==> config.mk <==
export PLATFORM = sky130hd
export DESIGN_NAME = aesKeyExpand
export DESIGN_NICKNAME = d
export VERILOG_FILES = /design/src/source/aesPkg.sv /design/src/source/aesSbox.sv /design/src/source/aesKeyExpand.sv
export SDC_FILE = /design/constraint.sdc
export NUM_CORES = 2
export LEC_CHECK = 0
export BUFFER_PORTS_ARGS = -buffer_cell sky130_fd_sc_hd__clkbuf_2
export CORE_ASPECT_RATIO = 0.9
export CORE_UTILIZATION = 65
export DETAILED_ROUTE_END_ITERATION = 16
export PLACE_DENSITY = 0.83
export SLEW_MARGIN = 20
export SYNTH_ARGS = -nofsm -noshare
export SYNTH_HDL_FRONTEND = slang
export SYNTH_SLANG_ARGS = --single-unit
export TNS_END_PERCENT = 10
==> constraint.sdc <==
create_clock -name clk -period 36.4 [get_ports clk]
set_input_delay 1.82 -clock clk [delete_from_list [all_inputs] [get_ports clk]]
set_output_delay 1.82 -clock clk [all_outputs]
set_load 0.1 [all_outputs]
==> src/source/aesPkg.sv <==
// --------------------
// AES-128 shared types, constants and
// GF(2^8) arithmetic helpers
// --------------------
`default_nettype none

package aesPkg;

  // Block types
  // --------------------
  // One 128-bit word, byte 0 / word 0 in the MSBs (FIPS-197 order)
  typedef union packed {
    logic [0:15][7:0] bytes;   // SubBytes, ShiftRows
    logic [0:3][31:0] words;   // MixColumns, key schedule
  } aesBlock;

  typedef struct packed {
    logic [127:0] key;
    aesBlock      plaintext;
  } cipherRequest;

  typedef struct packed {
    aesBlock ciphertext;
  } cipherResult;

  localparam int numRounds = 10;            // AES-128
  localparam logic [7:0] rconFirst = 8'h01; // Rcon for round 1

  // GF(2^8) helpers
  // --------------------
  // Multiply by x, reduce by x^8 + x^4 + x^3 + x + 1
  function automatic logic [7:0] xtime(logic [7:0] b);
    return {b[6:0], 1'b0} ^ (b[7] ? 8'h1b : 8'h00);
  endfunction

  // Shift-and-add field multiply
  function automatic logic [7:0] gfMul(logic [7:0] a, logic [7:0] b);
    logic [7:0] acc;
    logic [7:0] cur;
    acc = 8'h00;
    cur = a;
    for (int i = 0; i < 8; i++) begin
      if (b[i])
        acc = acc ^ cur; // Add partial product
      cur = xtime(cur);  // Next power of x
    end
    return acc;
  endfunction

endpackage

`default_nettype wire

==> src/source/aesSbox.sv <==
// --------------------
// AES S-box for one byte, computed as
// field inverse plus affine transform
// --------------------
`timescale 1ns/1ns
`default_nettype none

module aesSbox (
  input  logic [7:0] inByte,
  output logic [7:0] outByte
);

  // Inversion chain
  // --------------------
  // x^254 == x^-1 for x != 0, and 0 stays 0
  logic [7:0] pow2, pow3;     // x^2, x^3
  logic [7:0] pow6, pow7;     // x^6, x^7
  logic [7:0] pow14, pow15;
  logic [7:0] pow30, pow31;
  logic [7:0] pow62, pow63;
  logic [7:0] pow126, pow127;
  logic [7:0] inverse;        // x^254

  assign pow2   = aesPkg::gfMul(inByte, inByte);
  assign pow3   = aesPkg::gfMul(pow2, inByte);
  assign pow6   = aesPkg::gfMul(pow3, pow3);     // Square
  assign pow7   = aesPkg::gfMul(pow6, inByte);
  assign pow14  = aesPkg::gfMul(pow7, pow7);
  assign pow15  = aesPkg::gfMul(pow14, inByte);
  assign pow30  = aesPkg::gfMul(pow15, pow15);
  assign pow31  = aesPkg::gfMul(pow30, inByte);
  assign pow62  = aesPkg::gfMul(pow31, pow31);
  assign pow63  = aesPkg::gfMul(pow62, inByte);
  assign pow126 = aesPkg::gfMul(pow63, pow63);
  assign pow127 = aesPkg::gfMul(pow126, inByte);
  assign inverse = aesPkg::gfMul(pow127, pow127); // Final square, no multiply

  // Affine transform
  // --------------------
  // b'_i = b_i ^ b_(i+4) ^ b_(i+5) ^ b_(i+6) ^ b_(i+7) ^ c_i
  // Same thing written as XOR of left rotations
  logic [7:0] rot1, rot2, rot3, rot4;

  assign rot1 = {inverse[6:0], inverse[7]};
  assign rot2 = {inverse[5:0], inverse[7:6]};
  assign rot3 = {inverse[4:0], inverse[7:5]};
  assign rot4 = {inverse[3:0], inverse[7:4]};

  assign outByte = inverse ^ rot1 ^ rot2 ^ rot3 ^ rot4 ^ 8'h63;

endmodule

`default_nettype wire

==> src/source/aesKeyExpand.sv <==
// --------------------
// AES-128 key schedule, one round key per cycle
// --------------------
`timescale 1ns/1ns
`default_nettype none

module aesKeyExpand (
  input  logic           clk,
  input  logic           reset,
  input  logic           load,     // Start a new schedule from key
  input  logic           advance,  // Step to the following round key
  input  logic [127:0]   key,
  output aesPkg::aesBlock roundKey
);

  aesPkg::aesBlock keyReg;   // Current round key
  logic [7:0]      rconReg;  // Rcon for the next step

  aesPkg::aesBlock srcKey;   // Step input
  logic [7:0]      srcRcon;
  logic [0:3][7:0] rotBytes; // RotWord(w3)
  logic [0:3][7:0] subBytes; // SubWord(RotWord(w3))
  logic [31:0]     temp;
  aesPkg::aesBlock nextKey;

  // On load the first step works straight from the key input
  assign srcKey  = load ? key : keyReg;
  assign srcRcon = load ? aesPkg::rconFirst : rconReg;

  assign rotBytes = {srcKey.words[3][23:0], srcKey.words[3][31:24]}; // Rotate left by a byte

  // SubWord
  // --------------------
  for (genvar i = 0; i < 4; i++) begin : gSubWord
    aesSbox sbox (
      .inByte (rotBytes[i]),
      .outByte(subBytes[i])
    );
  end

  assign temp = subBytes ^ {srcRcon, 24'h000000};

  // Chained XOR across the four words
  always_comb begin
    nextKey.words[0] = srcKey.words[0] ^ temp;
    nextKey.words[1] = srcKey.words[1] ^ nextKey.words[0];
    nextKey.words[2] = srcKey.words[2] ^ nextKey.words[1];
    nextKey.words[3] = srcKey.words[3] ^ nextKey.words[2];
  end

  // Key register, no reset
  always_ff @(posedge clk) begin
    if (load || advance)
      keyReg <= nextKey;
  end

  always_ff @(posedge clk) begin
    if (reset)
      rconReg <= aesPkg::rconFirst;
    else if (load || advance)
      rconReg <= aesPkg::xtime(srcRcon); // Rcon doubles every step
  end

  assign roundKey = keyReg;

endmodule

`default_nettype wire

==> key figures <==
Routing
  – DRC Markers: 0
  – Drt via density: between 6 and 7
  – Vias: 61153
  – First-pass detailed-route iteration total: 9
  – DRT iter0 DRCs: 7924
  – WL per Instance: 22.9 um
  – Final ANT Viol Nets: 0
  – Final wirelength: ~210000 um

Timing
  – Final Max Tran Viols: 0
  – Pin slew with the least headroom to its limit: approximately 1100 ps
  – Slew HR: 23.5%
  – Unrepaired setup endpoints after global routing: false
  – Final worst-path cycle share: 84.9%
  – # setup viols final: 0
  – Maximum clock frequency: 32.3 MHz
  – Skew final: about 22 ps
  – Minimum clock period: 30920 ps
  – Setup TNS: 0 ps
  – Hold Vio Cnt, Final: 0

Synthesis
  – Gate Count Post-Synth: 8004
  – EDFF count, synth: 128
  – Seq/Total Area, Yosys: 6.01%
  – Synth Cell Area: 0.0666 mm^2
  – Post-synth net total: just over 8000
  – Yosys reg bits: 136
  – Syn avg cell area: 8.32 um^2
  – Synth Flop Type: edfxtp_1
  – FFs w/ async S/R, synth: 0%
  – Warnings from Yosys: 0
  – Netlist cell types: 146

Floorplanning
  – Initial Util: 66.1%
  – Core Rows: 110
  – DIE HEIGHT: around 300 um
  – I/O pin count: 260
  – Die area: 0.104 mm^2
  – DIE WIDTH: about 340 um
  – Core Area: between 0.1 and 0.15 mm^2

Setup path
  – Critical Path AT: just over 30000 ps
  – Worst setup SP type: primary input
  – Worst EP required: 36670 ps
  – Slowest cell on crit path: xnor3_1
  – RR Startpoint: roundKey[24]
  – R2R depth: 79
  – Reg2reg setup slack: 7010 ps
  – R2r endpoint: roundKey[0]
  – Crit Path Class: primary input to flip-flop
  – Crit-path max FO: between 60 and 70
  – Setup crit end kind: flip-flop
  – CP max stage delay: 970 ps

Flow run
  – Max cap viols: 0

Clock network
  – Post-CTS resize count: 0
  – CTS tree: done
  – TritonCTS Buffers: 17
  – Setup repair bufs after CTS: 0
  – CTS root buffer: clkbuf_16
  – Clock Path Buffers: 2
  – Hold_buf cts: 0
  – Worst skew pair latency: 530 ps
  – Clock-pin slew on the worst setup and hold paths: roughly 80 ps
  – H-tree levels: 4
  – # clock sinks: 136

Global routing
  – First-pass GRT wire length: 326000 um
  – Initial antenna violation count: 3
  – Number of global-route vias before repair: 57233
  – Pin count of the biggest net entering global routing: slightly below 70
  – GRT overflow: 0
  – Gr usage total: 39.2%

Placed design
  – GP Congestion: 1.01
  – # port buffers: roughly 260
  – DPL Wire Length: 152000 um

Layout
  – Area growth, synth to finish: 3.10%
  – Proportion of layout cells with a drive suffix above 1: roughly 11%
  – Final #Nets: ~8000

Status
  – Status: finished clean

Hold path
  – Min-delay src: rconReg[4]
  – Hold Path End: rconReg[4]
  – Hold Path Stages: 2
  – Worst hold path type: flip-flop to flip-flop
## state kept, by name, summed over array words and instances (netlist names)
signal	count
rconReg	8
roundKey	128
## synth_stat cells (46+ instances only)
library cell	count	area [um^2]
a211oi_1	73	548
nand3_1	148	741
clkbuf_1	255	957
buf_1	63	236
inv_1	83	312
a22oi_1	60	450
xor2_1	572	5010
xnor2_2	126	2050
xor3_1	73	1740
buf_4	58	435
edfxtp_1	128	3840
o211ai_1	55	413
nor2_1	1040	3900
and2_1	57	357
a21oi_1	341	1710
buf_2	125	626
xnor3_1	416	9370
xnor2_1	1511	13200
and3_1	46	288
nor3_1	164	821
mux2i_1	312	3120
o21ai_0	218	1090
nand2_1	757	2840
nor2b_1	50	313
o22ai_1	101	632
## metrics by stage
step	cells	hold slack, ps	cell area (um^2)	worst slack, ps	util (%)
2_1_floorplan	8004	502	66600	9930	-
3_3_place_gp	9181	531	67900	6460	67.4
3_5_place_dp	9181	540	67900	5600	67.4
4_1_cts	9213	556	68600	6120	68.1
5_1_grt	9217	616	68600	3870	68.1
6_report	9217	552	68600	5480	68.1
## kinds of logic after synthesis
family | Yosys count | synth area share, %
and+or+nand+nor | 2548 | 17.0
xor gates and xnor gates | 2783 | 49.9
AOI/OAI and AO/OA | 1463 | 15.4
muxes | 389 | 6.29
DFF | 136 | 6.01
buffers and inverters | 657 | 4.91
adders and majority gates | 28 | 0.526
## worst max-delay path: cells and delay by family
kind	cells	cell delay, ps
xor+xnor	44	19120
compound gates	12	1930
mux	3	720
simple gates	11	2100
fa+ha+maj	7	3150
buf+inv	6	2120
## layer usage
metal	global-route usage, %	vias up	share of wire, %
met4	16.5	0	4.5
met1	53.0	28743	39
met3	9.31	758	13
li1	-	27553	-
met5	0	-	0
met2	59.7	4099	43
## worst max-delay path by stage
stage / startpoint / to / cells past startpoint
floorplan: load / roundKey[25] / 108
global placement: load / roundKey[0] / 80
detailed placement: load / roundKey[25] / 83
CTS: load / roundKey[25] / 83
global route: load / roundKey[89] / 83
finish: load / roundKey[89] / 83
## layout make-up
type / count / area (um^2)
well taps: 1344 / 1680
flip-flops and latches: 136 / 4000
clock inverters: 15 / 201
diodes: 3 / 7.51
repair buffers: 389 / 2290
multi-input cells: 7211 / 59600
clock buffers: 17 / 425
fillers: 8275 / 32100
inverters: 102 / 385
## placed cells by master, fill, tap and decap left out, types with 24 or more instances in the layout
cell / netlist / final
nor2_1: 1040 / 1040
a31oi_1: 43 / 43
a22oi_1: 60 / 60
nor4_1: 31 / 31
xor2_2: 37 / 38
xnor2_1: 1511 / 1498
nand2_1: 757 / 757
o221ai_1: 35 / 35
o22ai_1: 101 / 101
inv_1: 83 / 83
o21ai_0: 218 / 218
a211oi_1: 73 / 73
xnor2_2: 126 / 139
o21ai_1: 44 / 44
a211o_1: 27 / 27
nand2b_1: 44 / 44
o211ai_1: 55 / 55
edfxtp_1: 128 / 128
and2_1: 57 / 57
ha_1: 28 / 28
xor2_1: 572 / 571
or3_1: 38 / 38
a21o_1: 33 / 33
nand3_1: 148 / 148
a221oi_1: 38 / 38
mux2_2: 41 / 41
a21oi_1: 341 / 341
a311oi_1: 24 / 24
and3_1: 46 / 46
mux2i_1: 312 / 303
o21a_1: 30 / 30
clkbuf_2: 0 / 258
nor2b_1: 50 / 49
xnor3_1: 416 / 416
a32oi_1: 25 / 25
buf_4: 58 / 129
mux2i_4: 11 / 31
nor3_1: 164 / 164
xor3_1: 73 / 73
Power is left out: the tool's default activity adds up to more than one toggle a clock period on the data nets, which glitch-free logic cannot reach.
